===== src/include/sense_defs.svh =====
`ifndef SENSE_DEFS_SVH
`define SENSE_DEFS_SVH

////////////////////
// host bus
////////////////////

// byte address, four registers
`define SENSE_AXI_ADDR_W 4
`define SENSE_AXI_DATA_W 32

////////////////////
// serial timing
////////////////////

// system clocks per sck half period
`define SENSE_SCK_DIV 4

// idle sck clocks ahead of each sample and at the frame end
`define SENSE_ADC_PAD 2

// sample period in system clocks
`define SENSE_PERIOD_RESET 2000
// must stay above convert pulse plus one full frame
`define SENSE_PERIOD_MIN 320

`endif


===== src/logic/sense_pkg.sv =====
`include "sense_defs.svh"

package sense_pkg;

	// gain code for one preamp channel
	typedef logic [3:0] gain_t;

	// two's complement conversion result
	typedef logic signed [13:0] sample_t;

	// word as shifted into the preamp
	// channel b sits in the high nibble
	typedef struct packed {
		gain_t gain_b;
		gain_t gain_a;
	} amp_word_t;

	// one adc frame, first bit on the wire is the msb
	typedef struct packed {
		logic [`SENSE_ADC_PAD-1:0] pad_lead;
		sample_t                   sample_a;
		logic [`SENSE_ADC_PAD-1:0] pad_mid;
		sample_t                   sample_b;
		logic [`SENSE_ADC_PAD-1:0] pad_tail;
	} adc_frame_t;

	// register byte offsets
	typedef enum logic [`SENSE_AXI_ADDR_W-1:0] {
		REG_CTRL   = 'h0,
		REG_PERIOD = 'h4,
		REG_GAIN   = 'h8,
		REG_SAMPLE = 'hc
	} reg_addr_e;

endpackage


===== src/logic/adc_capture.sv =====
`include "sense_defs.svh"

// dual adc capture
// convert pulse of one sck period, then one full frame read back
module adc_capture (
	input  logic               clk50mhz,
	input  logic               rst_n,
	input  logic               start,
	input  logic               adc_out,
	output sense_pkg::sample_t sample_a,
	output sense_pkg::sample_t sample_b,
	output logic               busy,
	output logic               done,
	output logic               adc_conv,
	output logic               sck,
	output logic               mosi
);

	localparam int CONV_CLKS = 2 * `SENSE_SCK_DIV;
	localparam int CONV_W = $clog2(CONV_CLKS + 1);
	localparam logic [CONV_W-1:0] CONV_LAST = CONV_W'(CONV_CLKS - 1);

	typedef enum logic [1:0] {S_IDLE, S_CONV, S_SHIFT} state_e;

	state_e                state;
	logic [CONV_W-1:0]     conv_cnt;
	sense_pkg::adc_frame_t frame;
	logic                  sh_start;
	logic                  sh_done;

	// frame read starts as the convert pulse ends
	assign sh_start = (state == S_CONV) && (conv_cnt == CONV_LAST);
	assign busy = (state != S_IDLE);

	////////////////////
	// frame shifter
	////////////////////

	// adc ignores its data input, shift out zeros
	spi_shifter #(
		.payload_t(sense_pkg::adc_frame_t)
	) u_shifter (
		.clk50mhz(clk50mhz),
		.rst_n   (rst_n),
		.start   (sh_start),
		.tx_data ('0),
		.miso    (adc_out),
		.rx_data (frame),
		.busy    (),
		.done    (sh_done),
		.sck     (sck),
		.mosi    (mosi)
	);

	////////////////////
	// sequencing
	////////////////////

	always_ff @(posedge clk50mhz) begin
		if (!rst_n) begin
			state    <= S_IDLE;
			adc_conv <= 1'b0;
			conv_cnt <= '0;
			done     <= 1'b0;
		end else begin
			done <= 1'b0;
			case (state)
				S_IDLE: if (start) begin
					adc_conv <= 1'b1;
					conv_cnt <= '0;
					state    <= S_CONV;
				end
				S_CONV: begin
					conv_cnt <= conv_cnt + 1'b1;
					if (sh_start) begin
						adc_conv <= 1'b0;
						state    <= S_SHIFT;
					end
				end
				S_SHIFT: if (sh_done) begin
					done  <= 1'b1;
					state <= S_IDLE;
				end
				default: state <= S_IDLE;
			endcase
		end
	end

	// pad bits dropped here
	always_ff @(posedge clk50mhz) begin
		if (sh_done) begin
			sample_a <= frame.sample_a;
			sample_b <= frame.sample_b;
		end
	end

endmodule


===== src/logic/amp_gain_spi.sv =====
// preamp gain loader
// cs framed around the shifter with one setup and one hold cycle
module amp_gain_spi (
	input  logic                 clk50mhz,
	input  logic                 rst_n,
	input  logic                 start,
	input  sense_pkg::amp_word_t gain_word,
	input  logic                 amp_dout,
	output sense_pkg::amp_word_t echo_word,
	output logic                 busy,
	output logic                 done,
	output logic                 amp_cs,
	output logic                 sck,
	output logic                 mosi
);

	typedef enum logic [2:0] {S_IDLE, S_SETUP, S_SHIFT, S_HOLD, S_FIN} state_e;

	state_e               state;
	sense_pkg::amp_word_t word_q;
	sense_pkg::amp_word_t sh_rx;
	logic                 sh_start;
	logic                 sh_done;

	// shifter kicked off one cycle after cs falls
	assign sh_start = (state == S_SETUP);
	assign busy = (state != S_IDLE);

	spi_shifter #(
		.payload_t(sense_pkg::amp_word_t)
	) u_shifter (
		.clk50mhz(clk50mhz),
		.rst_n   (rst_n),
		.start   (sh_start),
		.tx_data (word_q),
		.miso    (amp_dout),
		.rx_data (sh_rx),
		.busy    (),
		.done    (sh_done),
		.sck     (sck),
		.mosi    (mosi)
	);

	always_ff @(posedge clk50mhz) begin
		if (!rst_n) begin
			state     <= S_IDLE;
			amp_cs    <= 1'b1;
			done      <= 1'b0;
			echo_word <= '0;
		end else begin
			done <= 1'b0;
			case (state)
				S_IDLE: if (start) begin
					amp_cs <= 1'b0;
					state  <= S_SETUP;
				end
				S_SETUP: state <= S_SHIFT;
				S_SHIFT: if (sh_done) begin
					// previous word as echoed by the preamp
					echo_word <= sh_rx;
					state     <= S_HOLD;
				end
				// preamp latches the new gains on the cs rise
				S_HOLD: begin
					amp_cs <= 1'b1;
					state  <= S_FIN;
				end
				S_FIN: begin
					done  <= 1'b1;
					state <= S_IDLE;
				end
				default: state <= S_IDLE;
			endcase
		end
	end

	// word held for the shifter load one cycle later
	always_ff @(posedge clk50mhz) begin
		if (state == S_IDLE && start) begin
			word_q <= gain_word;
		end
	end

endmodule


===== src/logic/sense_ctrl.sv =====
`include "sense_defs.svh"

// register file, sample timer and serial bus arbiter
module sense_ctrl (
	input  logic                         clk50mhz,
	input  logic                         rst_n,
	// axi4-lite slave
	input  logic [`SENSE_AXI_ADDR_W-1:0] awaddr,
	input  logic                         awvalid,
	output logic                         awready,
	input  logic [`SENSE_AXI_DATA_W-1:0] wdata,
	input  logic                         wvalid,
	output logic                         wready,
	output logic                         bvalid,
	input  logic                         bready,
	output logic [1:0]                   bresp,
	input  logic [`SENSE_AXI_ADDR_W-1:0] araddr,
	input  logic                         arvalid,
	output logic                         arready,
	output logic                         rvalid,
	input  logic                         rready,
	output logic [`SENSE_AXI_DATA_W-1:0] rdata,
	output logic [1:0]                   rresp,
	// gain writer
	output logic                         amp_start,
	output sense_pkg::amp_word_t         amp_word,
	input  logic                         amp_busy,
	input  logic                         amp_done,
	input  sense_pkg::amp_word_t         amp_echo,
	input  logic                         amp_sck,
	input  logic                         amp_mosi,
	output logic                         amp_shdn,
	// adc capture
	output logic                         adc_start,
	input  logic                         adc_busy,
	input  logic                         adc_done,
	input  sense_pkg::sample_t           adc_a,
	input  sense_pkg::sample_t           adc_b,
	input  logic                         adc_sck,
	input  logic                         adc_mosi,
	// shared serial bus
	output logic                         spi_sck,
	output logic                         spi_mosi
);

	localparam int DW = `SENSE_AXI_DATA_W;
	localparam logic [DW-1:0] PERIOD_MIN = DW'(`SENSE_PERIOD_MIN);

	logic                 ctrl_en, ctrl_shdn;
	logic [DW-1:0]        period_q, eff_period, tmr_cnt;
	sense_pkg::amp_word_t echo_q;
	logic                 gain_pend, amp_act, adc_act;
	logic                 tick, tick_wait, bus_free;
	sense_pkg::sample_t   samp_a_q, samp_b_q;
	logic                 samp_valid;
	logic                 wr_hs, rd_hs;
	sense_pkg::reg_addr_e wr_reg, rd_reg;
	logic [DW-1:0]        rd_word;

	////////////////////
	// host side
	////////////////////

	// address and data taken in one beat, low address bits dropped
	assign wr_hs = awvalid && wvalid && !bvalid;
	assign awready = wr_hs;
	assign wready = wr_hs;
	assign arready = !rvalid;
	assign rd_hs = arvalid && !rvalid;
	assign wr_reg = sense_pkg::reg_addr_e'({awaddr[`SENSE_AXI_ADDR_W-1:2], 2'b00});
	assign rd_reg = sense_pkg::reg_addr_e'({araddr[`SENSE_AXI_ADDR_W-1:2], 2'b00});
	// always okay
	assign bresp = 2'b00;
	assign rresp = 2'b00;

	always_comb begin
		rd_word = '0;
		case (rd_reg)
			sense_pkg::REG_CTRL: rd_word[1:0] = {ctrl_shdn, ctrl_en};
			sense_pkg::REG_PERIOD: rd_word = period_q;
			sense_pkg::REG_GAIN: rd_word[16:0] = {gain_pend || amp_act, echo_q, amp_word};
			// each sample sign extended through its half word
			sense_pkg::REG_SAMPLE: begin
				rd_word[15:0] = {{2{samp_a_q[13]}}, samp_a_q};
				rd_word[30:16] = {samp_b_q[13], samp_b_q};
				rd_word[31] = samp_valid;
			end
			default: rd_word = '0;
		endcase
	end

	always_ff @(posedge clk50mhz) begin
		if (!rst_n) begin
			bvalid    <= 1'b0;
			rvalid    <= 1'b0;
			ctrl_en   <= 1'b0;
			ctrl_shdn <= 1'b0;
			period_q  <= DW'(`SENSE_PERIOD_RESET);
			amp_word  <= '0;
		end else begin
			if (wr_hs) begin
				bvalid <= 1'b1;
			end else if (bready) begin
				bvalid <= 1'b0;
			end
			if (rd_hs) begin
				rvalid <= 1'b1;
			end else if (rready) begin
				rvalid <= 1'b0;
			end
			// sample and unknown offsets fall through
			if (wr_hs) begin
				case (wr_reg)
					sense_pkg::REG_CTRL: {ctrl_shdn, ctrl_en} <= wdata[1:0];
					sense_pkg::REG_PERIOD: period_q <= wdata;
					sense_pkg::REG_GAIN: amp_word <= wdata[7:0];
					default: ;
				endcase
			end
		end
	end

	// read data held until rready
	always_ff @(posedge clk50mhz) begin
		if (rd_hs) begin
			rdata <= rd_word;
		end
	end

	////////////////////
	// timer, arbiter
	////////////////////

	assign eff_period = (period_q < PERIOD_MIN) ? PERIOD_MIN : period_q;
	// >= covers a period shortened mid count
	assign tick = ctrl_en && (tmr_cnt >= eff_period - 1'b1);
	assign bus_free = !amp_act && !adc_act;
	// gain writes go first
	assign amp_start = gain_pend && bus_free;
	assign adc_start = (tick || tick_wait) && bus_free && !gain_pend;
	assign amp_shdn = ctrl_shdn;
	// idle engines hold sck low
	assign spi_sck = amp_busy ? amp_sck : (adc_busy ? adc_sck : 1'b0);
	assign spi_mosi = amp_busy ? amp_mosi : (adc_busy ? adc_mosi : 1'b0);

	always_ff @(posedge clk50mhz) begin
		if (!rst_n) begin
			tmr_cnt    <= '0;
			tick_wait  <= 1'b0;
			gain_pend  <= 1'b0;
			amp_act    <= 1'b0;
			adc_act    <= 1'b0;
			echo_q     <= '0;
			samp_valid <= 1'b0;
		end else begin
			if (!ctrl_en || tick) begin
				tmr_cnt <= '0;
			end else begin
				tmr_cnt <= tmr_cnt + 1'b1;
			end
			// a single waiting tick, extras are lost
			if (!ctrl_en || adc_start) begin
				tick_wait <= 1'b0;
			end else if (tick) begin
				tick_wait <= 1'b1;
			end
			// a write during a start queues another transfer
			if (wr_hs && wr_reg == sense_pkg::REG_GAIN) begin
				gain_pend <= 1'b1;
			end else if (amp_start) begin
				gain_pend <= 1'b0;
			end
			if (amp_start) begin
				amp_act <= 1'b1;
			end else if (amp_done) begin
				amp_act <= 1'b0;
				echo_q  <= amp_echo;
			end
			if (adc_start) begin
				adc_act <= 1'b1;
			end else if (adc_done) begin
				adc_act <= 1'b0;
			end
			// fresh frame beats a read in the same cycle
			if (adc_done) begin
				samp_valid <= 1'b1;
			end else if (rd_hs && rd_reg == sense_pkg::REG_SAMPLE) begin
				samp_valid <= 1'b0;
			end
		end
	end

	// newest frame overwrites unread data
	always_ff @(posedge clk50mhz) begin
		if (adc_done) begin
			samp_a_q <= adc_a;
			samp_b_q <= adc_b;
		end
	end

endmodule


===== src/logic/sense_top.sv =====
`include "sense_defs.svh"

// two channel front end, host on axi4-lite
module sense_top (
	input  logic                         clk50mhz,
	input  logic                         rst_n,
	// host bus
	input  logic [`SENSE_AXI_ADDR_W-1:0] awaddr,
	input  logic                         awvalid,
	output logic                         awready,
	input  logic [`SENSE_AXI_DATA_W-1:0] wdata,
	input  logic                         wvalid,
	output logic                         wready,
	output logic                         bvalid,
	input  logic                         bready,
	output logic [1:0]                   bresp,
	input  logic [`SENSE_AXI_ADDR_W-1:0] araddr,
	input  logic                         arvalid,
	output logic                         arready,
	output logic                         rvalid,
	input  logic                         rready,
	output logic [`SENSE_AXI_DATA_W-1:0] rdata,
	output logic [1:0]                   rresp,
	// shared serial bus
	output logic                         spi_sck,
	output logic                         spi_mosi,
	// preamp
	output logic                         amp_cs,
	output logic                         amp_shdn,
	input  logic                         amp_dout,
	// adc
	output logic                         ad_conv,
	input  logic                         adc_out
);

	// gain writer side
	logic                 amp_start, amp_busy, amp_done;
	sense_pkg::amp_word_t amp_word, amp_echo;
	logic                 amp_sck, amp_mosi;
	// adc side
	logic                 adc_start, adc_busy, adc_done;
	sense_pkg::sample_t   adc_a, adc_b;
	logic                 adc_sck, adc_mosi;

	sense_ctrl u_ctrl (
		.clk50mhz (clk50mhz),
		.rst_n    (rst_n),
		.awaddr   (awaddr),
		.awvalid  (awvalid),
		.awready  (awready),
		.wdata    (wdata),
		.wvalid   (wvalid),
		.wready   (wready),
		.bvalid   (bvalid),
		.bready   (bready),
		.bresp    (bresp),
		.araddr   (araddr),
		.arvalid  (arvalid),
		.arready  (arready),
		.rvalid   (rvalid),
		.rready   (rready),
		.rdata    (rdata),
		.rresp    (rresp),
		.amp_start(amp_start),
		.amp_word (amp_word),
		.amp_busy (amp_busy),
		.amp_done (amp_done),
		.amp_echo (amp_echo),
		.amp_sck  (amp_sck),
		.amp_mosi (amp_mosi),
		.amp_shdn (amp_shdn),
		.adc_start(adc_start),
		.adc_busy (adc_busy),
		.adc_done (adc_done),
		.adc_a    (adc_a),
		.adc_b    (adc_b),
		.adc_sck  (adc_sck),
		.adc_mosi (adc_mosi),
		.spi_sck  (spi_sck),
		.spi_mosi (spi_mosi)
	);

	amp_gain_spi u_amp (
		.clk50mhz (clk50mhz),
		.rst_n    (rst_n),
		.start    (amp_start),
		.gain_word(amp_word),
		.amp_dout (amp_dout),
		.echo_word(amp_echo),
		.busy     (amp_busy),
		.done     (amp_done),
		.amp_cs   (amp_cs),
		.sck      (amp_sck),
		.mosi     (amp_mosi)
	);

	adc_capture u_adc (
		.clk50mhz(clk50mhz),
		.rst_n   (rst_n),
		.start   (adc_start),
		.adc_out (adc_out),
		.sample_a(adc_a),
		.sample_b(adc_b),
		.busy    (adc_busy),
		.done    (adc_done),
		.adc_conv(ad_conv),
		.sck     (adc_sck),
		.mosi    (adc_mosi)
	);

endmodule


===== src/logic/spi_shifter.sv =====
`include "sense_defs.svh"

// mode 0 engine, sck idles low
// mosi moves after falling edges, miso taken on rising edges
module spi_shifter #(
	parameter type payload_t = logic [7:0]
) (
	input  logic     clk50mhz,
	input  logic     rst_n,
	input  logic     start,
	input  payload_t tx_data,
	input  logic     miso,
	output payload_t rx_data,
	output logic     busy,
	output logic     done,
	output logic     sck,
	output logic     mosi
);

	localparam int NBITS = $bits(payload_t);
	localparam int DIV_W = $clog2(`SENSE_SCK_DIV + 1);
	localparam int CNT_W = $clog2(NBITS + 1);
	localparam logic [DIV_W-1:0] DIV_LAST = DIV_W'(`SENSE_SCK_DIV - 1);
	localparam logic [CNT_W-1:0] BIT_ALL = CNT_W'(NBITS);

	logic [DIV_W-1:0] div_cnt;
	logic [CNT_W-1:0] bit_cnt;
	logic [NBITS-1:0] shreg;
	logic [NBITS-1:0] tx_bits;
	logic             edge_due;

	assign tx_bits = tx_data;
	// half period elapsed, sck toggles this cycle
	assign edge_due = busy && (div_cnt == DIV_LAST);
	assign rx_data = payload_t'(shreg);

	always_ff @(posedge clk50mhz) begin
		if (!rst_n) begin
			busy    <= 1'b0;
			done    <= 1'b0;
			sck     <= 1'b0;
			mosi    <= 1'b0;
			div_cnt <= '0;
			bit_cnt <= '0;
		end else begin
			done <= 1'b0;
			if (!busy) begin
				div_cnt <= '0;
				bit_cnt <= '0;
				if (start) begin
					busy <= 1'b1;
					// first bit is set up a full half period before the rise
					mosi <= tx_bits[NBITS-1];
				end
			end else if (!edge_due) begin
				div_cnt <= div_cnt + 1'b1;
			end else begin
				div_cnt <= '0;
				sck     <= ~sck;
				if (!sck) begin
					// rising edge, one more bit taken in
					bit_cnt <= bit_cnt + 1'b1;
				end else if (bit_cnt == BIT_ALL) begin
					// last falling edge ends the transfer
					busy <= 1'b0;
					done <= 1'b1;
					mosi <= 1'b0;
				end else begin
					mosi <= shreg[NBITS-1];
				end
			end
		end
	end

	// one register shifts out and in at once
	always_ff @(posedge clk50mhz) begin
		if (!busy && start) begin
			shreg <= tx_bits;
		end else if (edge_due && !sck) begin
			shreg <= {shreg[NBITS-2:0], miso};
		end
	end

endmodule


===== config.mk =====
export PLATFORM = sky130hd
export DESIGN_NAME = sense_top
export DESIGN_NICKNAME = d
export VERILOG_FILES = /design/src/logic/sense_pkg.sv /design/src/logic/adc_capture.sv /design/src/logic/amp_gain_spi.sv /design/src/logic/sense_ctrl.sv /design/src/logic/sense_top.sv /design/src/logic/spi_shifter.sv
export VERILOG_INCLUDE_DIRS = /design/src /design/src/include
export SDC_FILE = /design/constraint.sdc
export NUM_CORES = 1
export LEC_CHECK = 0
export BUFFER_PORTS_ARGS = -buffer_cell sky130_fd_sc_hd__buf_2
export CAP_MARGIN = 20
export CELL_PAD_IN_SITES_DETAIL_PLACEMENT = 2
export CELL_PAD_IN_SITES_GLOBAL_PLACEMENT = 2
export CORE_MARGIN = 5
export CORE_UTILIZATION = 36
export CTS_CLUSTER_SIZE = 25
export DETAILED_ROUTE_END_ITERATION = 12
export GPL_ROUTABILITY_DRIVEN = 1
export PLACE_DENSITY_LB_ADDON = 0.08
export SYNTH_ARGS = -nofsm -noshare
export SYNTH_HDL_FRONTEND = slang
export SYNTH_HIERARCHICAL = 1
export SYNTH_SLANG_ARGS = --single-unit
export TNS_END_PERCENT = 5

===== constraint.sdc =====
create_clock -name clk50mhz -period 4.6 [get_ports clk50mhz]
set_input_delay 0.46 -clock clk50mhz [delete_from_list [all_inputs] [get_ports clk50mhz]]
set_output_delay 0.46 -clock clk50mhz [all_outputs]
set_load 0.03 [all_outputs]

======== Word level (Yosys, flattened, before mapping) ========
Cells that the tools add are included.
storage, ports and cells
  flip-flop bits (word level) ............. 272
  bits in latches ......................... 0
  RAM bits ................................ 0
  memory bits (read-only) ................. 0
  input bits .............................. 49
  output and inout bits ................... 46
  word-level logic and storage cells ...... 217
  memories kept ........................... 0
operators by class
  add/subtract/negate cells ............... 7
  multipliers ............................. 0
  div/mod/pow operators ................... 0
  $lt $le $gt $ge ......................... 2
  eq/ne operators ......................... 25
  shifts and indexed selects .............. 0
  multiplexer cells ....................... 58
  bitwise gates (word level) .............. 6
  reduce and logical (&&, ||, !) cells .... 74
operator list
  kind                   number
  $pmux 15 s3            1
  $mux 1                 41
  $add 32x1->32 const B  1
  $ge 32x32->1           1
  $lt 32x9->1 const B    1
  $mux 32                1
  $sub 32x1->32 const B  1
  $pmux 15 s2            1
  $reduce_and 2->1       15
  $reduce_bool 2->1      12
  $logic_and 1x1->1      18
  $mux 8                 2
  $eq 3x2->1 const B     4
  $pmux 3 s4             1
  $reduce_and 3->1       4
  $logic_not 1->1        10
  $ne 2x1->1 const B     5
  $add 4x1->4 const B    2
  $eq 2x2->1 const B     4
  $logic_not 4->1        2
  $ne 2x2->1 const B     4
  $pmux 2 s4             1
  $pmux 4 s2             1
  $reduce_and 4->1       2
  other kinds (20)       37

======== Depth between registers and ports, before layout ========
Gate-level depths: netlist of the first run.
  word-level depth ........................ 10
  gate-level depth with buffers ........... 22
  gate-level depth less buffers ........... 20

======== Modules after synthesis ========
The synthesis of the first run kept the hierarchy.
modules (own cells, without submodules)
  module                          times used  cells an instance  area an instance (um2)  seq. area each (um2)
  sense_ctrl                      1           732                7393.3                  3583.4
  spi_shifter at u_adc.u_shifter  1           206                2029.4                  1281.2
  adc_capture                     1           71                 1213.7                  1001.0
  spi_shifter at u_amp.u_shifter  1           68                 818.3                   460.4
  amp_gain_spi                    1           66                 810.8                   500.5

======== Worst setup path before layout of the first run ========
Ideal clock, no wire load.
  path kind ............................... register to register
  start ................................... register u_ctrl.period_q[9]
  end ..................................... register u_adc.state[0]
  library setup time ...................... 0.116 ns
  arrival time ............................ 4.683 ns
  required time ........................... 4.484 ns
  setup slack ............................. -0.199 ns
  stages on the path, launching flop included .. 22
  buffers on the path ..................... 1
  period minus slack after synthesis ...... 4.799 ns
  cell sequence ........................... dfxtp_1 > or4_1 > nor4_2 > nand4_1 > nand2_1 > ha_1 > nor3b_1 > and3b_1 > and3_1 > buf_2 > nand3_1 > xor2_1 > ha_1 > nand2_1 > o21ai_0 > a2111oi_0 > a31oi_1 > nor2_1 > a21oi_1 > o21bai_1 > inv_1 > and3_1
between the ends
  word-level cells in the longest chain between the ends .. 10
RTL lines
  item                                 RTL line           RTL
  from (decl)                          sense_ctrl.sv:50   logic [DW-1:0] period_q, eff_period, tmr_cnt;
  from (signal assigned)               sense_ctrl.sv:98   period_q <= DW'(`SENSE_PERIOD_RESET);
  from (signal assigned)               sense_ctrl.sv:115  sense_pkg::REG_PERIOD: period_q <= wdata;
  $lt 32x9->1                          sense_ctrl.sv:134  assign eff_period = (period_q < PERIOD_MIN) ? PERIOD_MIN : period_q;
  $mux 32 *                            sense_ctrl.sv:134
  $sub 32x1->32 *                      sense_ctrl.sv:136  assign tick = ctrl_en && (tmr_cnt >= eff_period - 1'b1);
  $ge 32x32->1 *                       sense_ctrl.sv:136
  $logic_and 1x1->1 *                  sense_ctrl.sv:136
  $logic_or 1x1->1 *                   sense_ctrl.sv:140  assign adc_start = (tick || tick_wait) && bus_free && !gain_pend;
  $logic_and 1x1->1 * (2 in series)    sense_ctrl.sv:140
  net adc_start                        sense_top.sv:41    logic adc_start, adc_busy, adc_done;
  $ne 2x2->1 (no source line) *        --
  $reduce_and 3->1 (no source line) *  --
  to (signal assigned)                 adc_capture.sv:77  state <= S_SHIFT;
  to (signal assigned)                 adc_capture.sv:82  state <= S_IDLE;
  to (signal assigned)                 adc_capture.sv:84  default: state <= S_IDLE;
  to (decl)                            adc_capture.sv:25  state_e state;
The timed path passes the listed nets; every way through them passes the cells marked *.
A chain may end at the register's enable or synchronous reset.

======== Worst setup path in the final report of the first run ========
  start ................................... register u_ctrl.period_q[18]
  end ..................................... register u_adc.conv_cnt[1]
between the ends
  word-level cells in the longest chain between the ends .. 10
RTL lines
  item                                 RTL line           RTL
  $lt 32x9->1                          sense_ctrl.sv:134
  $mux 32 *                            sense_ctrl.sv:134
  $sub 32x1->32 *                      sense_ctrl.sv:136
  $ge 32x32->1 *                       sense_ctrl.sv:136
  $logic_and 1x1->1 *                  sense_ctrl.sv:136
  $logic_or 1x1->1 *                   sense_ctrl.sv:140
  $logic_and 1x1->1 * (2 in series)    sense_ctrl.sv:140
  net adc_start                        sense_top.sv:41
  $ne 2x2->1 (no source line) *        --
  $reduce_and 2->1 (no source line) *  --
  to (signal assigned)                 adc_capture.sv:74  conv_cnt <= conv_cnt + 1'b1;
  to (decl)                            adc_capture.sv:26  logic [CONV_W-1:0] conv_cnt;
Marked as above.

==> metrics, run 1 <==
first-pass GRT wire length 57400 um; Max transition margin 35.6%; Total Power 5400 uW; drt drc 0; CTS tree done; Slowest cell on crit path or4_4; Layout Skew 7.30 ps; wire per inst 20.2 um; clk root buf clkbuf_16; area delta synth->final 22.1%; Synth Register Bits 272; largest net degree at the start of global routing 51; Placer Congestion 0.807; Critical Path End Type register; Worst-Margin Slew 964 ps; fmax 214 MHz; Net count, final 1415; Critical path buffers and inverters 1; number of cell rows 67; fin crit period 4670 ps; Post-synth EDFFs 138; DRT Pass-1 Iters 4; Leak 0.00574 uW; RSZ-0062 raised after global routing true; endpoints failing hold 0; Max Slew Vio Count 0; Port Buffers 86; Most common cell on crit path nand4_1; crit path DAT 5140 ps; vias in the first global route 9976; Initial DRC Count 369; Clock Pin Slew Worst Setup and Hold Paths 60 ps; overall die width 195 um; MaxCap Viol Count 0; WL final 36300 um; worst skew pair latency 580 ps; family with the most delay on the worst path simple AND/OR/NAND/NOR gates; crit path kind register to register; share of layout cells above drive strength 1 21.8%; Inserted Diodes 0; gr ovfl total 0; CP max FO 5; I/O Pins 95; crit start category register; cells along the critical path or4_4, nor4_4, nand4_1, buf_6, nand2_4, ha_4, nor3b_4, and3b_2, and3_4, nand4b_1, xor2_1, ha_1, nand4_1, o31ai_2, a211o_1, and2_4, nor2_4, a21oi_4, o21bai_4, a32oi_2, nor2b_1; H-Tree Depth 1; Yosys cell types 73; Core Util, Final 44.6%; GRT Total Usage 18.8%; hold_buf cts 0; VDD IR-drop max 0.335 mV; Synth Instances 1143; period utilization 102%; DP Worst Slack -770 ps; Die Area 37900 sq um; synthesized area per cell 10.7 sq um; Crit. Startpoint u_ctrl/period_q[18]; worst hold path type input port to register; via count 9043; Initial Utilization 36.5%; HP Start wdata[9]; Sink Count 272; synthesized area 12300 sq um; estimated wirelength of the detail-placed design 26200 um; post-route setup slack -72.1 ps; Seq/Total Area, Yosys 55.7%; Power Density 361 nW/um^2; Most used DFF post-synth edfxtp_1; CTS Buf Count 31; failing checks setup timing; WP data required 5060 ps; via/cell ratio 5.04; DRT antenna net count 0; status finished with violations; synth warn 6; RR Startpoint u_ctrl/period_q[18]; ys async rst share 0%; die height 195 um; initial antenna violation count 1; Bufs on Longest Clock Path 3; CORE AREA 33600 sq um; Final Setup Violations 4; CP max stage delay 550 ps
## path summary, 6_finish.rpt
| check | depth (start not counted) | slack, ps | to |
|---|---|---|---|
| max | 21 | -70 | u_adc/conv_cnt[1] |
| min | 3 | 100 | u_ctrl/period_q[9] |
| max reg2reg | 21 | -70 | u_adc/conv_cnt[1] |
| min reg2reg | 0 | 420 | u_ctrl/samp_b_q[9] |
## state kept, by name (all words and copies together), names as in the netlist, 2 cells and up
register                 count
u_ctrl/echo_q                8
u_ctrl/tmr_cnt              32
u_ctrl/period_q             32
u_ctrl/rdata                32
u_adc/conv_cnt               4
u_ctrl/samp_b_q             14
u_adc/u_shifter/bit_cnt      6
u_ctrl/amp_word              8
u_amp/state                  3
u_adc/u_shifter/rx_data     34
u_amp/u_shifter/div_cnt      3
u_adc/state                  2
u_adc/sample_a              14
u_amp/u_shifter/rx_data      8
u_adc/u_shifter/div_cnt      3
u_adc/sample_b              14
u_amp/word_q                 8
u_amp/u_shifter/bit_cnt      4
u_amp/echo_word              8
u_ctrl/samp_a_q             14
## final cells by class
cell class,count,area (sq um)
Fill cell,3571,18600
Tap cell,448,561
Inverter,23,86.3
Timing Repair Buffer,167,1050
Sequential cell,272,6830
Clock buffer,37,828
Clock inverter,21,214
Multi-Input combinational cell,828,5410
## cells in the final DEF (no fill, tap or decap), drive strengths merged, types with 37 or more instances in the layout
cell	Yosys	layout
a21boi	42	42
buf	17	166
clkbuf	39	38
conb	2	38
dfxtp	134	134
edfxtp	138	138
ha	43	43
nand2	252	252
nand3	37	37
nor2	66	66
## cells in the mapped netlist, types with 3 or more instances
cell type / count / area [sq um]
nand2_1: 251 / 942
edfxtp_1: 138 / 4140
dfxtp_1: 134 / 2680
nor2_1: 64 / 240
ha_1: 43 / 538
a21boi_0: 41 / 308
clkbuf_1: 39 / 146
nand3_1: 36 / 180
nor2b_1: 35 / 219
xor2_1: 32 / 280
mux2i_1: 31 / 310
xnor2_1: 27 / 236
a21oi_1: 23 / 115
inv_1: 23 / 86.3
o21ai_0: 22 / 110
nor3_1: 21 / 105
mux2_2: 19 / 214
a22o_1: 15 / 131
nand4_1: 12 / 75.1
nor3b_1: 10 / 75.1
and3_1: 9 / 56.3
buf_4: 8 / 60.1
nand3b_1: 8 / 60.1
nand2b_1: 7 / 43.8
and4_1: 5 / 43.8
buf_6: 5 / 56.3
nand4b_1: 5 / 43.8
o31ai_1: 5 / 37.5
a211oi_1: 4 / 30.0
buf_2: 4 / 20.0
o21a_1: 4 / 30.0
or3_1: 4 / 25.0
nor4_1: 3 / 18.8
nor4_2: 3 / 37.5
or4_1: 3 / 22.5
or4_4: 3 / 33.8
## worst reg2reg max path, cell delays in order, from the launching register on
cell and delay (ps):
dfxtp_2 320, or4_4 550, nor4_4 260, nand4_1 140
buf_6 170, nand2_4 80, ha_4 130, nor3b_4 220
and3b_2 260, and3_4 220, nand4b_1 120, xor2_1 160
ha_1 300, nand4_1 230, o31ai_2 300, a211o_1 200
and2_4 170, nor2_4 50, a21oi_4 250, o21bai_4 150
a32oi_2 220, nor2b_1 60
## timing repair
action                                  in CTS  in global routing
hold endpoints to repair                     0                  0
cloned                                       0                  0
pin swaps                                   20                 20
resized for setup                           28                 15
buffers inserted                            10                  5
endpoints found under the setup margin      39                 38
## layer usage
metal	vias to the layer above	global-route usage, %	wire, um
met5	-	0	0
met4	0	3.93	759
met3	37	2.08	804
met2	95	32.4	17700
met1	4570	25.8	17000
li1	4341	-	-
## power by group
part           internal, uW  leakage [uW]  switching [uW]
Sequential             2560       0.00236            18.1
Combinational           104       0.00287             184
Clock                  1500      0.000509            1030
Total                  4170       0.00574            1230
## through the flow
| step | hold WS, ps | setup TNS [ps] | area (sq um) | std cells |
|---|---|---|---|---|
| after floorplan | 400 | 0 | 12400 | 1179 |
| after global placement | 401 | -2110 | 13600 | 1722 |
| after detailed placement | 405 | -9730 | 13600 | 1722 |
| after CTS | 69.0 | -71.7 | 14900 | 1790 |
| after global routing | 91.7 | -1670 | 15000 | 1796 |
| final | 100 | -112 | 15000 | 1796 |
## kinds of logic (layout without fill, tap and decap cells)
family	count (synthesis)	in the layout	share of synthesized area, %
and+or+nand+nor	499	499	20.1
DFF	272	272	55.7
AOI/OAI and AO/OA	137	137	7.89
buffers and inverters	79	248	3.01
xor gates and xnor gates	59	59	4.21
muxes	52	52	4.64
adders and majority gates	43	43	4.39
other	2	38	0.0612
Note: power is estimated with default switching activity, not from simulation.
==> run 2: changes to the inputs <==
--- a/config.mk
+++ b/config.mk
@@ -10,7 +10,7 @@
 export CAP_MARGIN = 20
 export CELL_PAD_IN_SITES_DETAIL_PLACEMENT = 2
 export CELL_PAD_IN_SITES_GLOBAL_PLACEMENT = 2
-export CORE_MARGIN = 5
+export CORE_MARGIN = 2
 export CORE_UTILIZATION = 36
 export CTS_CLUSTER_SIZE = 25
 export DETAILED_ROUTE_END_ITERATION = 12
==> metrics, run 2 (synthesized netlist as in run 1, its figures left out) <==
WP data required 5000 ps; Leak 0.00574 uW; Inserted Diodes 0; Fillers 3515; area used by multi-input combinational logic 5410 sq um; DRT antenna net count 0; first-pass GRT wire length 57000 um; share of layout cells above drive strength 1 21.8%; status finished, final reports clean; RR Startpoint u_ctrl/period_q[18]; fin crit period 4600 ps; largest net degree at the start of global routing 39; worst hold path type input port to register; vias in the first global route 9931; endpoints failing hold 0; GRT Total Usage 20.4%; Crit. Startpoint u_ctrl/period_q[18]; cells along the critical path or4_4, nor4_4, nand4_1, buf_6, nand2_4, ha_4, nor3b_4, and3b_2, and3_4, nand4b_1, xor2_1, ha_1, nand4_1, buf_4, nor3_2, a211o_1, and2_4, nor2_4, a21oi_4, o21bai_4, a32oi_1, nor2b_1; Layout Skew 12.2 ps; hold path cells 2; Initial Utilization 36.6%; Sink Count 272; most common cell after layout, fill and taps aside nand2_1; Slowest cell on crit path or4_4; CTS tree done; Clock Pin Slew Worst Setup and Hold Paths 60 ps; DRT Pass-1 Iters 4; Placer Congestion 0.772; crit path kind register to register; family with the most delay on the worst path simple AND/OR/NAND/NOR gates; Die Area 35600 sq um; Most common cell on crit path nand4_1; initial antenna violation count 0; CTS Buf Count 34; critical path depth 22; clk root buf clkbuf_16; wire per inst 20.0 um; I/O Pins 95; Max transition margin 29.4%; Total Power 5500 uW; Worst Setup EP u_adc/conv_cnt[1]; via/cell ratio 5.06; CP max stage delay 550 ps; H-Tree Depth 2; Final Setup Violations 0; commonest non-fill, non-tap cells in the layout nand2_1, edfxtp_1, dfxtp_1; Port Buffers 86; max reg flops 34; VDD IR-drop max 0.248 mV; crit start category register; crit path DAT 5000 ps; Power Density 366 nW/um^2; Initial DRC Count 375; Critical path buffers and inverters 2; CP max FO 6; reg-to-reg setup timing slack 2 ps; area delta synth->final 22.5%; gr ovfl total 0; Worst-Margin Slew 1060 ps; worst skew pair latency 520 ps; Seq. cell area 6830 sq um; overall die width 189 um; R2R Path End u_adc/conv_cnt[1]; Max Slew Vio Count 0; Net count, final 1417; Bufs on Longest Clock Path 3; Setup Total Neg Slack 0 ps; HP Start arvalid; RSZ-0062 raised after global routing true; WL final 36000 um; CORE AREA 33500 sq um; worst r2r path cells 22; hold_buf cts 0; period utilization 100%; MaxCap Viol Count 0; fmax 217 MHz; Critical Path End Type register; number of cell rows 67; via count 9096; Fin Hold WS 189 ps; estimated wirelength of the detail-placed design 25300 um; die height 189 um; drt drc 0
-- run 2: power breakdown --
part           switching [uW]  total [uW]  internal [uW]
sequential               16.2        2580           2560
combinational             187         291            105
clock                    1060        2630           1570
-- run 2: area by class of cell --
cell class	count	share of cell area (%)
Tap cell	448	3.73
Multi-Input combinational cell	828	36.0
Clock inverter	18	1.02
Timing Repair Buffer	166	6.97
Inverter	23	0.574
Sequential cell	272	45.4
Clock buffer	44	6.26
-- run 2: routing by layer --
| layer | vias up | GRT usage (%) | part of all wire, % |
|---|---|---|---|
| li1 | 4333 | - | - |
| met3 | 33 | 2.94 | 4.0 |
| met1 | 4597 | 28.1 | 47 |
| met4 | 0 | 4.69 | 1.3 |
| met2 | 133 | 34.1 | 48 |
| met5 | - | 0 | 0 |
-- run 2: worst register-to-register path, cell delays in order, from the launching register on --
cell      delay, ps
dfxtp_2         320
or4_4           550
nor4_4          340
nand4_1         170
buf_6           180
nand2_4          80
ha_4            130
nor3b_4         170
and3b_2         240
and3_4          230
nand4b_1        130
xor2_1          180
ha_1            290
nand4_1         100
buf_4           170
nor3_2          190
a211o_1         190
and2_4          180
nor2_4           50
a21oi_4         230
o21bai_4        130
a32oi_1         170
nor2b_1          60
-- run 2: how the worst min path moves through the flow --
| stage | endpoint |
|---|---|
| after floorplan | u_ctrl/samp_a_q[0] |
| after global placement | u_ctrl/samp_b_q[0] |
| after detailed placement | u_ctrl/samp_b_q[2] |
| after CTS | u_ctrl/rvalid |
| after global routing | u_ctrl/rvalid |
| final | u_ctrl/rvalid |
-- run 2: stage by stage --
step	instances	worst slack, ps	utilization [%]	cell area [sq um]
floorplan	1179	12.8	-	12400
global placement	1724	-279	40.7	13600
detailed placement	1724	-453	40.7	13600
CTS	1795	0.373	44.6	14900
global route	1799	-247	44.8	15000
finish	1799	1.72	44.8	15000
-- run 2: repair_timing --
item / 4_1_cts / 5_1_grt
resized for setup: 33 / 11
buffers inserted: 9 / 5
setup endpoints to repair: 37 / 38
pin swaps: 19 / 24
==> run 3: changes to the inputs <==
--- a/config.mk
+++ b/config.mk
@@ -8,10 +8,8 @@
 export LEC_CHECK = 0
 export BUFFER_PORTS_ARGS = -buffer_cell sky130_fd_sc_hd__buf_2
 export CAP_MARGIN = 20
-export CELL_PAD_IN_SITES_DETAIL_PLACEMENT = 2
-export CELL_PAD_IN_SITES_GLOBAL_PLACEMENT = 2
 export CORE_MARGIN = 2
-export CORE_UTILIZATION = 36
+export CORE_UTILIZATION = 50
 export CTS_CLUSTER_SIZE = 25
 export DETAILED_ROUTE_END_ITERATION = 12
 export GPL_ROUTABILITY_DRIVEN = 1
==> metrics, run 3 (synthesized netlist as in run 1, its figures left out) <==
Sink Count 272; Critical Path End Type register; Max Slew Vio Count 0; WP data required 5040 ps; via/cell ratio 5.15; Pint 4170 uW; clk root buf clkbuf_16; period utilization 97.3%; DRT antenna net count 0; GRT Total Usage 21.1%; CP max FO 6; crit start category register; DRT Pass-1 Iters 7; Initial Utilization 50.7%; commonest non-fill, non-tap cells in the layout nand2_1, edfxtp_1, dfxtp_1; hold_buf cts 0; Net count, final 1390; CTS Buf Count 30; initial antenna violation count 2; wire per inst 16.3 um; overall die width 161 um; Comb pwr share 5.0%; die height 161 um; GR Layer Usage met3 3.80%; CP max stage delay 550 ps; crit path kind register to register; RSZ-0062 raised after global routing true; via count 8471; VDD IR-drop max 0.251 mV; number of cell rows 57; register share of total power 48.6%; Slowest cell on crit path or4_4; I/O Pins 95; Layout Skew 10.8 ps; worst skew pair latency 550 ps; Core Util, Final 60.1%; CORE AREA 24200 sq um; CTS tree done; met2 usage 32.2%; max reg flops 34; drt drc 0; worst hold path type input port to register; Placer Congestion 0.847; Bufs on Longest Clock Path 3; fmax 223 MHz; MaxCap Viol Count 0; crit path DAT 4920 ps; Leak 0.00559 uW; WL final 26800 um; Clk network pwr share 46.4%; grt peak-use layer met2; Die Area 25800 sq um; Power Density 365 nW/um^2; Worst-Margin Slew 900 ps; most common cell after layout, fill and taps aside nand2_1; Initial DRC Count 625; grt met1 use 30.9%; Total Power 5300 uW; cells along the critical path or4_4, nor4_4, nand4_1, nand2_1, ha_1, nor3b_4, and3b_2, and3_4, buf_4, nor2b_1, xnor2_1, ha_1, nand2_1, o31ai_2, a211o_1, and2_1, nor2_2, a21oi_2, buf_4, o21bai_4, inv_1, and3_1; switch share 21.4%; vias in the first global route 8118; first-pass GRT wire length 43300 um; reg-to-reg setup timing slack 120 ps; status finished, final reports clean; gr ovfl total 0; Clock Pin Slew Worst Setup and Hold Paths 60 ps; Inserted Diodes 0; endpoints failing hold 0; Setup Total Neg Slack 0 ps; Port Buffers 86; area delta synth->final 18.5%; switching pwr 1140 uW; Max transition margin 39.9%; share of layout cells above drive strength 1 19.4%; fin crit period 4480 ps; H-Tree Depth 1; Final Setup Violations 0; largest net degree at the start of global routing 50; estimated wirelength of the detail-placed design 19000 um
==> run 3: cell count changes in the layout (fill, tap and decap cells not counted), moves of 4 or more <==
cell | previous run | this run
clkinv_2 | 2 | 6
buf_4 | 78 | 55
clkbuf_16 | 36 | 31
clkinv_1 | 9 | 3
nand2_1 | 245 | 251
nand2_2 | 5 | 1
==> run 3: path summary, 6_finish.rpt <==
path / to / cells after the start / start
worst max-delay path: u_adc/state[0] / 22 / u_ctrl/period_q[9]
worst min-delay path: u_ctrl/period_q[10] / 3 / wdata[10]
worst max register to register: u_adc/state[0] / 22 / u_ctrl/period_q[9]
worst min register to register: u_ctrl/samp_a_q[4] / 0 / u_adc/sample_a[4]
==> run 3: critical path: cells and delay by family, from the launching register on <==
family          cells  cell delay, ps
flops               1             310
xor+xnor            1             150
compound gates      4             680
simple gates       12            2490
fa+ha+maj           2             430
buf+inv             3             320
==> run 3: metrics by stage <==
step | hold WS [ps] | worst slack [ps] | cells | instance area (sq um)
global route | 131 | -184 | 1645 | 14500
CTS | 109 | 22.0 | 1642 | 14500
floorplan | 400 | 12.8 | 1179 | 12400
finish | 129 | 123 | 1645 | 14500
global placement | 401 | -139 | 1586 | 13400
detailed placement | 405 | -261 | 1586 | 13400
==> run 3: area by class of cell <==
class	instances	area (sq um)
Timing Repair Buffer	143	871
Clock buffer	39	846
Tap cell	324	405
Inverter	23	86.3
Sequential cell	272	6830
Fill cell	2092	9640
Clock inverter	16	181
Multi-Input combinational cell	828	5320
==> run 3: power groups by stage <==
stage                     Sequential [uW]  Combinational (uW)  Clock [uW]
after CTS                            2580                 263        2520
after global routing                 2580                 287        2610
after global placement               2630                 261           0
final                                2580                 266        2460
after floorplan                      2670                 124           0
after detailed placement             2630                 262           0
==> run 3: what timing repair did <==
action,4_1_cts,5_1_grt
endpoints found under the setup margin,6,6
gates resized for setup,7,11
pin swaps,2,7
buffers inserted,1,2
==> run 3: routing by layer <==
metal / share of wire, % / up-vias / routed length, um
met1: 49 / 3995 / 13100
met5: 0.086 / - / 23
met4: 2.4 / 4 / 639
li1: - / 4283 / -
met2: 44 / 139 / 11800
met3: 4.6 / 50 / 1240
